$ cat config.mk
export PLATFORM = sky130hd
export DESIGN_NAME = serdes_link_top
export DESIGN_NICKNAME = d
export VERILOG_FILES = /design/src/hdl/serdes_pkg.sv /design/src/hdl/isi_channel.sv /design/src/hdl/link_regs.sv /design/src/hdl/pam4_rx.sv /design/src/hdl/pam4_tx.sv /design/src/hdl/prbs_checker.sv /design/src/hdl/serdes_link_top.sv
export SDC_FILE = /design/constraint.sdc
export NUM_CORES = 1
export LEC_CHECK = 0
export BUFFER_PORTS_ARGS = -buffer_cell sky130_fd_sc_hd__buf_2
export CORE_MARGIN = 8
export CORE_UTILIZATION = 40
export CTS_CLUSTER_DIAMETER = 60
export DETAILED_ROUTE_END_ITERATION = 6
export HOLD_SLACK_MARGIN = 0.05
export PLACE_DENSITY = 0.65
export REMOVE_ABC_BUFFERS = 1
export SYNTH_ARGS = -nofsm -noshare
export SYNTH_HDL_FRONTEND = slang
export SYNTH_SLANG_ARGS = --single-unit
$ cat constraint.sdc
create_clock -name clock -period 6.46 [get_ports clock]
set_input_delay 0.646 -clock clock [delete_from_list [all_inputs] [get_ports clock]]
set_output_delay 0.646 -clock clock [all_outputs]
set_load 0.01 [all_outputs]
$ cat src/hdl/serdes_pkg.sv
package serdes_pkg;

    typedef logic signed [7:0] level_t;   // line voltage, tx and rx side
    typedef logic signed [7:0] tap_t;     // post-cursor coefficient, fixed point
    typedef logic [1:0]        symbol_t;  // pam-4 symbol index after gray coding
    typedef logic [30:0]       prbs_state_t;
    typedef logic [31:0]       count_t;   // also the axi data width
    typedef logic [4:0]        reg_addr_t;

    localparam int TAP_FRAC_BITS = 6;     // tap of 64 is unity

    // common start state for tx and checker
    localparam prbs_state_t PRBS_SEED = 31'h68ad_251f;

    // register map, byte offsets
    localparam reg_addr_t REG_CTRL   = 5'h00;  // [0] run, [1] dfe_en
    localparam reg_addr_t REG_TAP    = 5'h04;  // signed tap, low byte
    localparam reg_addr_t REG_INJECT = 5'h08;  // write-one pulse
    localparam reg_addr_t REG_BITS   = 5'h0c;  // read only
    localparam reg_addr_t REG_ERRS   = 5'h10;  // read only

    // two steps of x^31 + x^28 + 1
    // new bits land in [1:0], first generated bit in [1]
    function automatic prbs_state_t prbs_step2(prbs_state_t s);
        logic b0;
        logic b1;
        b0 = s[30] ^ s[27];
        b1 = s[29] ^ s[26];  // same taps one step later
        return {s[28:0], b0, b1};
    endfunction

    // symbol index 0..3 to -3, -1, +1, +3 steps
    function automatic level_t level_of(symbol_t sym, int step);
        return level_t'((2 * int'(sym) - 3) * step);
    endfunction

endpackage

$ cat src/hdl/isi_channel.sv
`timescale 1ns/1ps

module isi_channel import serdes_pkg::*; (
    input  logic   clock,
    input  logic   reset_n,
    input  logic   run,
    input  tap_t   post_tap,
    input  level_t tx_level,
    input  logic   tx_valid,
    output level_t ch_level,
    output logic   ch_valid
);

    localparam int PROD_W = $bits(level_t) + $bits(tap_t);
    localparam int ISI_W  = PROD_W - TAP_FRAC_BITS;  // product after the fraction shift

    level_t                   prev_level;  // previous symbol, post-cursor source
    logic signed [PROD_W-1:0] prod;
    logic signed [ISI_W-1:0]  isi;
    logic signed [ISI_W:0]    sum;
    level_t                   sat_level;

    assign prod = prev_level * post_tap;
    assign isi  = prod[PROD_W-1:TAP_FRAC_BITS];  // arithmetic shift by slicing
    assign sum  = tx_level + isi;

    // clip to the 8-bit range
    always_comb begin
        if (sum > 127) begin
            sat_level = 8'sd127;
        end else if (sum < -128) begin
            sat_level = -8'sd128;
        end else begin
            sat_level = level_t'(sum);
        end
    end

    always_ff @(posedge clock) begin
        if (!reset_n || !run) begin
            prev_level <= '0;
            ch_valid   <= 1'b0;
        end else begin
            ch_valid <= tx_valid;
            if (tx_valid) prev_level <= tx_level;
        end
    end

    always_ff @(posedge clock) begin
        ch_level <= sat_level;  // payload, unreset
    end

endmodule

$ cat src/hdl/link_regs.sv
`timescale 1ns/1ps

module link_regs import serdes_pkg::*; (
    input  logic      clock,
    input  logic      reset_n,
    // axi4-lite write channels
    input  reg_addr_t awaddr,
    input  logic      awvalid,
    output logic      awready,
    input  count_t    wdata,
    input  logic      wvalid,
    output logic      wready,
    output logic [1:0] bresp,
    output logic      bvalid,
    input  logic      bready,
    // axi4-lite read channels
    input  reg_addr_t araddr,
    input  logic      arvalid,
    output logic      arready,
    output count_t    rdata,
    output logic [1:0] rresp,
    output logic      rvalid,
    input  logic      rready,
    // control to the data path
    output logic      run,
    output logic      dfe_en,
    output tap_t      post_tap,
    output logic      inject,
    // status from the checker
    input  count_t    bit_count,
    input  count_t    err_count
);

    localparam int PAD_W = $bits(count_t) - $bits(tap_t);  // sign-extension width

    logic wr_fire;   // aw and w taken together
    logic rd_fire;
    count_t rd_mux;

    assign wr_fire = awvalid && wvalid && !bvalid;  // pending response blocks writes
    assign rd_fire = arvalid && !rvalid;

    assign awready = !bvalid;
    assign wready  = !bvalid;
    assign arready = !rvalid;
    assign bresp   = 2'b00;  // always okay
    assign rresp   = 2'b00;

    // write side, control registers and the inject strobe
    always_ff @(posedge clock) begin
        if (!reset_n) begin
            run      <= 1'b0;
            dfe_en   <= 1'b0;
            post_tap <= '0;
            inject   <= 1'b0;
            bvalid   <= 1'b0;
        end else begin
            inject <= 1'b0;  // one cycle only
            if (wr_fire) begin
                bvalid <= 1'b1;
                case (awaddr)
                    REG_CTRL: begin
                        run    <= wdata[0];
                        dfe_en <= wdata[1];
                    end
                    REG_TAP:    post_tap <= tap_t'(wdata[$bits(tap_t)-1:0]);
                    REG_INJECT: inject   <= wdata[0];
                    default: ;  // counters and holes ignore writes
                endcase
            end else if (bready) begin
                bvalid <= 1'b0;
            end
        end
    end

    // read decode, live counters
    always_comb begin
        case (araddr)
            REG_CTRL: rd_mux = {{($bits(count_t) - 2){1'b0}}, dfe_en, run};
            REG_TAP:  rd_mux = {{PAD_W{post_tap[$bits(tap_t)-1]}}, post_tap};
            REG_BITS: rd_mux = bit_count;
            REG_ERRS: rd_mux = err_count;
            default:  rd_mux = '0;  // inject and unmapped read 0
        endcase
    end

    always_ff @(posedge clock) begin
        if (!reset_n) begin
            rvalid <= 1'b0;
        end else if (rd_fire) begin
            rvalid <= 1'b1;
        end else if (rready) begin
            rvalid <= 1'b0;
        end
    end

    // data held with rvalid until rready
    always_ff @(posedge clock) begin
        if (rd_fire) begin
            rdata <= rd_mux;
        end
    end

endmodule

$ cat src/hdl/pam4_rx.sv
`timescale 1ns/1ps

module pam4_rx import serdes_pkg::*; #(
    parameter int LEVEL_STEP = 24
) (
    input  logic    clock,
    input  logic    reset_n,
    input  logic    run,
    input  logic    dfe_en,
    input  tap_t    post_tap,
    input  level_t  ch_level,
    input  logic    ch_valid,
    output symbol_t rx_bits,   // first-sent bit in msb
    output logic    rx_valid
);

    localparam int PROD_W = $bits(level_t) + $bits(tap_t);
    localparam int ISI_W  = PROD_W - TAP_FRAC_BITS;
    localparam int THRESH = 2 * LEVEL_STEP;  // outer slicer thresholds

    level_t                   dec_prev;  // last decided level
    level_t                   dec_level;
    logic signed [PROD_W-1:0] prod;
    logic signed [ISI_W-1:0]  fb;
    logic signed [ISI_W:0]    eq_level;  // after feedback cancel
    symbol_t                  sym;

    assign prod     = dec_prev * post_tap;
    assign fb       = dfe_en ? prod[PROD_W-1:TAP_FRAC_BITS] : '0;
    assign eq_level = ch_level - fb;

    // three-threshold slicer, index 0..3
    always_comb begin
        if (eq_level >= THRESH) begin
            sym = 2'd3;
        end else if (eq_level >= 0) begin
            sym = 2'd2;
        end else if (eq_level >= -THRESH) begin
            sym = 2'd1;
        end else begin
            sym = 2'd0;
        end
    end

    assign dec_level = level_of(sym, LEVEL_STEP);  // ideal level for next feedback

    always_ff @(posedge clock) begin
        if (!reset_n || !run) begin
            dec_prev <= '0;
            rx_valid <= 1'b0;
        end else begin
            rx_valid <= ch_valid;
            if (ch_valid) dec_prev <= dec_level;
        end
    end

    // gray decode back to the bit pair
    always_ff @(posedge clock) begin
        rx_bits <= {sym[1], sym[1] ^ sym[0]};
    end

endmodule

$ cat src/hdl/pam4_tx.sv
`timescale 1ns/1ps

module pam4_tx import serdes_pkg::*; #(
    parameter int LEVEL_STEP = 24  // half the level spacing
) (
    input  logic   clock,
    input  logic   reset_n,
    input  logic   run,
    input  logic   inject,    // flips first bit of this symbol
    output level_t tx_level,
    output logic   tx_valid
);

    prbs_state_t lfsr;
    prbs_state_t lfsr_next;
    logic [1:0]  bit_pair;   // first bit in msb
    logic [1:0]  tx_pair;
    symbol_t     sym;

    assign lfsr_next = prbs_step2(lfsr);
    assign bit_pair  = lfsr_next[1:0];

    // error flip on the sent bit only, lfsr keeps the true sequence
    assign tx_pair = {bit_pair[1] ^ inject, bit_pair[0]};

    // gray code, 00 01 11 10 -> index 0..3
    assign sym = {tx_pair[1], tx_pair[1] ^ tx_pair[0]};

    always_ff @(posedge clock) begin
        if (!reset_n || !run) begin
            lfsr     <= PRBS_SEED;  // every run starts aligned
            tx_valid <= 1'b0;
        end else begin
            lfsr     <= lfsr_next;
            tx_valid <= 1'b1;       // one symbol per clock
        end
    end

    // level register, no reset
    always_ff @(posedge clock) begin
        if (run) begin
            tx_level <= level_of(sym, LEVEL_STEP);
        end
    end

endmodule

$ cat src/hdl/prbs_checker.sv
`timescale 1ns/1ps

module prbs_checker import serdes_pkg::*; (
    input  logic    clock,
    input  logic    reset_n,
    input  logic    run,
    input  symbol_t rx_bits,
    input  logic    rx_valid,
    output count_t  bit_count,
    output count_t  err_count
);

    prbs_state_t ref_lfsr;  // local copy of the tx sequence
    prbs_state_t ref_next;
    logic [1:0]  diff;      // per-bit mismatch

    assign ref_next = prbs_step2(ref_lfsr);
    assign diff     = rx_bits ^ ref_next[1:0];

    always_ff @(posedge clock) begin
        if (!reset_n || !run) begin
            ref_lfsr  <= PRBS_SEED;
            bit_count <= '0;
            err_count <= '0;
        end else if (rx_valid) begin
            ref_lfsr  <= ref_next;          // two steps per symbol
            bit_count <= bit_count + count_t'(2);
            err_count <= err_count + count_t'(diff[1]) + count_t'(diff[0]);
        end
    end

endmodule

$ cat src/hdl/serdes_link_top.sv
`timescale 1ns/1ps

module serdes_link_top import serdes_pkg::*; #(
    parameter int LEVEL_STEP = 24  // up to 31 fits level_t
) (
    input  logic       clock,
    input  logic       reset_n,
    input  reg_addr_t  awaddr,
    input  logic       awvalid,
    output logic       awready,
    input  count_t     wdata,
    input  logic       wvalid,
    output logic       wready,
    output logic [1:0] bresp,
    output logic       bvalid,
    input  logic       bready,
    input  reg_addr_t  araddr,
    input  logic       arvalid,
    output logic       arready,
    output count_t     rdata,
    output logic [1:0] rresp,
    output logic       rvalid,
    input  logic       rready
);

    logic    run;
    logic    dfe_en;
    logic    inject;
    tap_t    post_tap;   // shared by channel and dfe
    level_t  tx_level;
    logic    tx_valid;
    level_t  ch_level;
    logic    ch_valid;
    symbol_t rx_bits;
    logic    rx_valid;
    count_t  bit_count;
    count_t  err_count;

    link_regs u_regs (
        .clock, .reset_n,
        .awaddr, .awvalid, .awready, .wdata, .wvalid, .wready,
        .bresp, .bvalid, .bready,
        .araddr, .arvalid, .arready, .rdata, .rresp, .rvalid, .rready,
        .run, .dfe_en, .post_tap, .inject, .bit_count, .err_count
    );

    pam4_tx #(.LEVEL_STEP(LEVEL_STEP)) u_tx (
        .clock, .reset_n, .run, .inject, .tx_level, .tx_valid
    );

    isi_channel u_channel (
        .clock, .reset_n, .run, .post_tap, .tx_level, .tx_valid, .ch_level, .ch_valid
    );

    pam4_rx #(.LEVEL_STEP(LEVEL_STEP)) u_rx (
        .clock, .reset_n, .run, .dfe_en, .post_tap, .ch_level, .ch_valid,
        .rx_bits, .rx_valid
    );

    prbs_checker u_checker (
        .clock, .reset_n, .run, .rx_bits, .rx_valid, .bit_count, .err_count
    );

endmodule

Yosys cells after proc, flatten, opt, wreduce, memory -nomap -nowiden
Index checks and enable logic that the tools add are counted.
- div/mod/pow operators: 0
- bitwise operators: 8
- multiplexer cells: 11
- add/sub/neg operators: 7
- multiply operators: 4
- shift-type cells: 0
- reductions and logical operators: 15
- order comparisons: 5
- eq/ne operators: 5
- operators by type and width (kind ; count):
    $pmux W32 S4 ; 1
    $add A32 B1 Y32 ; 2
    $mul A32 B3 Y5 const B ; 2
    $add A32 B2 Y32 const B ; 1
    $mul A5 B8 Y13 ; 2
    $ge A11 B7 Y1 const B ; 2
    $add A8 B10 Y11 ; 1
    $ge A11 B1 Y1 const B ; 1
    $gt A11 B8 Y1 const B ; 1
    $lt A11 B8 Y1 const B ; 1
    $sub A8 B10 Y11 ; 1
    $eq A5 B3 Y1 const B ; 2
    $eq A5 B4 Y1 const B ; 2
    $logic_not A5 Y1 ; 2
    $mux W10 ; 1
    $mux W8 ; 1
    $sub A3 B2 Y4 const B ; 2
    $xor A1 B1 Y1 ; 7
    $mux W1 ; 6
    $eq A5 B5 Y1 const B ; 1
    $logic_not A1 Y1 ; 4
    $mux W2 ; 2
    $reduce_and A2 Y1 ; 2
    $reduce_bool A2 Y1 ; 2
    4 further kinds ; 6
- memory bits (read-only): 0
- input port bits: 49
- memories: 0
- flip-flop bits (word level): 199
- bits in latches: 0
- logic and storage cells: 74
- memory bits (writable): 0

Longest topological paths before layout
- word-level depth: 9
- depth in mapped cells: 28

By module
A second synthesis with hierarchy kept.
- cells, all modules: 1337
- area total of the unflattened synthesis: 12862.3 sq um
- by module, submodules not included (module ; times used ; cells each ; area an instance (sq um) ; sequential area each (sq um)):
    prbs_checker ; 1 ; 456 ; 4112.7 ; 1881.8
    isi_channel ; 1 ; 378 ; 3472.1 ; 340.3
    pam4_rx ; 1 ; 268 ; 2215.9 ; 140.1
    link_regs ; 1 ; 153 ; 2015.7 ; 1221.2
    pam4_tx ; 1 ; 82 ; 1046.0 ; 730.7

Least setup slack after synthesis
Ideal clock, no wire load.
- kind: reg2reg
- start point: register u_rx.dec_prev[5]
- end point: register u_rx.dec_prev[6]
- arrival time: 5282 ps
- slack: 1041 ps
- library setup time: 137 ps
- clock period less this slack: 5419 ps
- buffers on the path: 1
- data required time: 6323 ps
- cell stages (with the launch flop): 25
- cell sequence: dfxtp_1 -> clkbuf_1 -> nand2b_1 -> fa_1 -> fa_1 -> fa_1 -> inv_1 -> ha_1 -> a21o_1 -> a21oi_1 -> o21ai_0 -> a2111o_1 -> nand2_1 -> xnor2_1 -> nand2_1 -> ha_1 -> inv_1 -> a221oi_2 -> nor2_1 -> xnor2_1 -> o41ai_1 -> nand2_1 -> ha_1 -> inv_1 -> a31oi_1
- longest elaborated chain between the ends: 9
- elaborated cells on any way between the ends: 11
- those cells by class: add/sub: 2; mul: 2; order compare: 3; mux: 4
- RTL lines (element ; line ; source):
    start: declaration ; pam4_rx.sv:21 ; level_t dec_prev;
    start signal: assignment ; pam4_rx.sv:53 ; if (ch_valid) dec_prev <= dec_level;
    $mul A5 B8 Y13 (*) ; pam4_rx.sv:28 ; assign prod = dec_prev * post_tap;
    $mux W10 (*) ; pam4_rx.sv:29 ; assign fb = dfe_en ? prod[PROD_W-1:TAP_FRAC_BITS] : '0;
    $sub A8 B10 Y11 (*) ; pam4_rx.sv:30 ; assign eq_level = ch_level - fb;
    $ge A11 B7 Y1 ; pam4_rx.sv:38 ; end else if (eq_level >= -THRESH) begin
    $mux W1 ; pam4_rx.sv:38 ;
    $mux W2 ; pam4_rx.sv:36 ; end else if (eq_level >= 0) begin
    $mux W2 (*) ; pam4_rx.sv:34 ; if (eq_level >= THRESH) begin
    $sub A3 B2 Y4 (*) ; serdes_pkg.sv:34 ; return level_t'((2 * int'(sym) - 3) * step);
    $mul A32 B3 Y5 (*) ; serdes_pkg.sv:34 ;
Mark *: on every way between the ends. The rest lies on a longest branch, timed or not.
A chain may end at the register's enable or synchronous reset.

Final worst setup path
- start point: register u_channel.prev_level[5]
- end point: register u_channel.ch_level[6]
- longest elaborated chain between the ends: 4
- elaborated cells on any way between the ends: 5
- those cells by class: add/sub: 1; mul: 1; order compare: 2; mux: 1
- RTL lines (element ; line ; source):
    start: declaration ; isi_channel.sv:17 ; level_t prev_level;
    start signal: assignment ; isi_channel.sv:44 ; if (tx_valid) prev_level <= tx_level;
    $mul A5 B8 Y13 (*) ; isi_channel.sv:23 ; assign prod = prev_level * post_tap;
    $add A8 B10 Y11 (*) ; isi_channel.sv:25 ; assign sum = tx_level + isi;
    $lt A11 B8 Y1 ; isi_channel.sv:31 ; end else if (sum < -128) begin
    $mux W8 ; isi_channel.sv:31 ;
    end signal: assignment ; isi_channel.sv:49 ; ch_level <= sat_level;
    end: declaration ; isi_channel.sv:10 ; output level_t ch_level,
Marks and branches as above.

==> metrics <==
status=completed; hold buffers post-CTS=0; Max Root-Sink Buffers=2; # Post-CTS Setup Buffers=0; clock latency on the worst-skew pair=440 ps; Row Count=60; max-slew violation count=0; Die W=182 um; worst setup path class=flop to flop; top cells by area, synth=dfxtp_1 29%, fa_1 10%, edfxtp_1 9.5%; quantity of gates resized following cts=0; most frequent CP cell=fa_1; pin count of the biggest net entering global routing=86; skew final=12.8 ps; Post-synth EDFFs=35; worst path arrival time=6260 ps; Synth cell types=70; DRC Markers=0; die area=33100 um^2; unrepaired setup endpoints after global routing=no; number of global-route vias before repair=7853; Final Critical Period=5980 ps; final hold slack=407 ps; final setup fails=0; Area Growth Syn to Fin=11.3%; flops & latches, synth=194; top cell family by delay on the critical path=compound AO/OA/AOI/OAI gates; initial antenna violation count=0; Routability Congestion=0.821; P per Cell Area=193 nW/um^2; # diodes=0; Fin Setup TNS=0 ps; DIE HEIGHT=182 um; HP Class=input port to flop; post-route ant nets=0; Max Cap Viol=0; Rel. slew slack=28.2%; Worst Tran Pin Value=1070 ps; H-tree depth=4; Final WS setup=482 ps; area leader, netlist=dfxtp_1; CP peak stage delay=590 ps; # IOs=90; CORE AREA=27000 um^2; routed wire length per instance=14.5 um; Post-Route WL=22400 um; endpoints failing hold=0; Synth async-reset ratio=0%; share of cells above drive strength 1=10.8%; Tcrit/Tclk final=92.5%; LEAKAGE=5.01 nW; top cell type's share of synthesized area=28.9%; pre-CTS WS=535 ps; Initial Utilization=40.8%; crit end category=flop; DR vias=7745; max frequency=167 MHz; critical-path maximum fanout=10; Num CTS Buffers=17; synthesized area=11000 um^2; drt first pass iters=4; Clock Tree Root=clkbuf_16; Synthesis Warnings=0; post-synthesis cell count=1142; sequential area share after synthesis=38.4%; number of port buffers=61; Slowest-stage cell, CP=fa_1; clk sinks=194; Buffers & Inverters on Critical Path=2; Starting DRT DRC Count=416; Post-DP HPWL=16200 um; TritonCTS clock tree=yes; clock transition at the registers of the reported paths=70 ps; vias per cell=5.03; syn avg cell area=9.65 um^2; Max IR drop VDD=0.159 mV; Filler cells=2577; Total GRT Usage=14.1%; first-pass GRT wire length=38400 um; crit start category=flop; Primary FF master, synth=dfxtp_1; layout net count=1349; worst path required time=6740 ps; GRT overflow=0; crit-path cells=inv_1 -> fa_1 -> fa_1 -> fa_1 -> inv_1 -> ha_1 -> a21o_1 -> a21o_1 -> a21oi_1 -> nor2_1 -> o41ai_1 -> xnor2_1 -> ha_1 -> a2111oi_0 -> a21oi_1 -> a31oi_1 -> o31a_1 -> o21ai_0
[area by class of cell]
type	instances	area, um^2	share of cell area, %
timing repair buffer	73	395	3.22
multi-input combinational	792	6180	50.4
sequential	194	4240	34.6
tap	341	427	3.48
inverter	109	413	3.37
clock buffer	17	425	3.47
clock inverter	15	184	1.50
[Yosys cell counts, types with 35 or more instances]
library cell / instances
dfxtp_1: 159
nor2_1: 116
inv_1: 108
nand2_1: 78
ha_1: 58
fa_1: 55
mux2i_1: 54
and2_1: 50
xnor2_1: 48
xor2_1: 46
clkbuf_1: 36
edfxtp_1: 35
o21ai_0: 35
[worst reg2reg max path, delay by kind of cell, from the launching register on]
family          cells  cell delay [ps]
buf+inv             2              300
flops               1              530
xor+xnor            1              140
simple gates        1               70
compound gates      9             2560
fa+ha+maj           5             2230
[power breakdown]
group	switching [mW]	internal, mW	total, mW	leakage [nW]
Combinational	0.0373	0.0227	0.0601	3.08
Sequential	0.00602	1.24	1.25	1.63
Clock	0.526	0.527	1.05	0.295
Total	0.570	1.79	2.36	5.01
[final timing paths]
| kind | startpoint | endpoint | slack [ps] | depth (start not counted) |
|---|---|---|---|---|
| worst max-delay path | u_channel.prev_level[5] | u_channel.ch_level[6] | 480 | 18 |
| worst min-delay path | awaddr[2] | u_regs.inject | 410 | 2 |
| worst max register to register | u_channel.prev_level[5] | u_channel.ch_level[6] | 480 | 18 |
| worst min register to register | u_tx.lfsr[25] | u_tx.lfsr[27] | 410 | 1 |
[per-stage QoR]
stage	util [%]	instance area, um^2	total power [mW]	instances
floorplan	-	10800	1.30	1095
global placement	43.1	11600	1.34	1509
detailed placement	43.1	11600	1.34	1509
CTS	45.4	12300	2.39	1541
global route	45.4	12300	2.44	1541
finish	45.4	12300	2.36	1541
[layer usage]
| metal | global-route usage, % | up-vias | routed length, um |
|---|---|---|---|
| li1 | - | 3894 | - |
| met1 | 18.3 | 3723 | 10800 |
| met2 | 23.7 | 108 | 10700 |
| met3 | 2.12 | 20 | 570 |
| met4 | 4.30 | 0 | 323 |
| met5 | 0 | - | 0 |
[cell families after synthesis]
family	after synthesis	share of synthesized area (%)
compound gates	134	8.54
buf+inv	159	5.67
simple gates	393	18.4
fa+ha+maj	113	16.6
xor+xnor	94	7.47
flops	194	38.4
other cells	1	0.0340
mux	54	4.91
[placed cells by master (no fill, tap or decap), types with 3 or more instances in the layout]
cell type  Yosys  routed
buf_4          5      12
nor2_1       116     115
or3_1          9       9
clkbuf_16      0      17
a31oi_1        4       4
nand2b_1      26      26
and4_1         4       4
nand3b_1       3       3
nand3_1       26      26
a221o_1       25      25
clkinv_8       0       5
and3_1        24      24
fa_1          55      55
nor2b_1       18      17
xor2_1        46      46
nand2_1       78      77
conb_1         1       4
ha_1          58      58
edfxtp_1      35      35
inv_8          0       3
mux2i_1       54      54
a211oi_1       6       6
clkinv_4       0       3
and2_1        50      50
buf_2          1      61
a21oi_1       25      25
inv_6          0       3
a21o_1         9       9
inv_1        108     108
xnor2_1       48      48
dfxtp_1      159     157
nor3_1         7       7
nand4_1       12      12
o21ai_0       35      35
[state kept, by name, summed over array words and instances (netlist names)]
| name | cells |
|---|---|
| u_tx.lfsr | 31 |
| u_regs.rdata | 32 |
| u_channel.ch_level | 8 |
| u_rx.rx_bits | 2 |
| u_channel.prev_level | 4 |
| u_channel.ch_valid | 1 |
| u_checker.err_count | 32 |
| u_tx.tx_level | 3 |
| u_checker.bit_count | 31 |
| u_tx.tx_valid | 1 |
| u_regs.inject | 1 |
| u_regs.run | 1 |
| u_regs.dfe_en | 1 |
| u_checker.ref_lfsr | 31 |
| u_rx.rx_valid | 1 |
| u_rx.dec_prev | 4 |
| u_regs.bvalid | 1 |
| u_regs.post_tap | 8 |
| u_regs.rvalid | 1 |
Power figures use the tool's default switching activity.
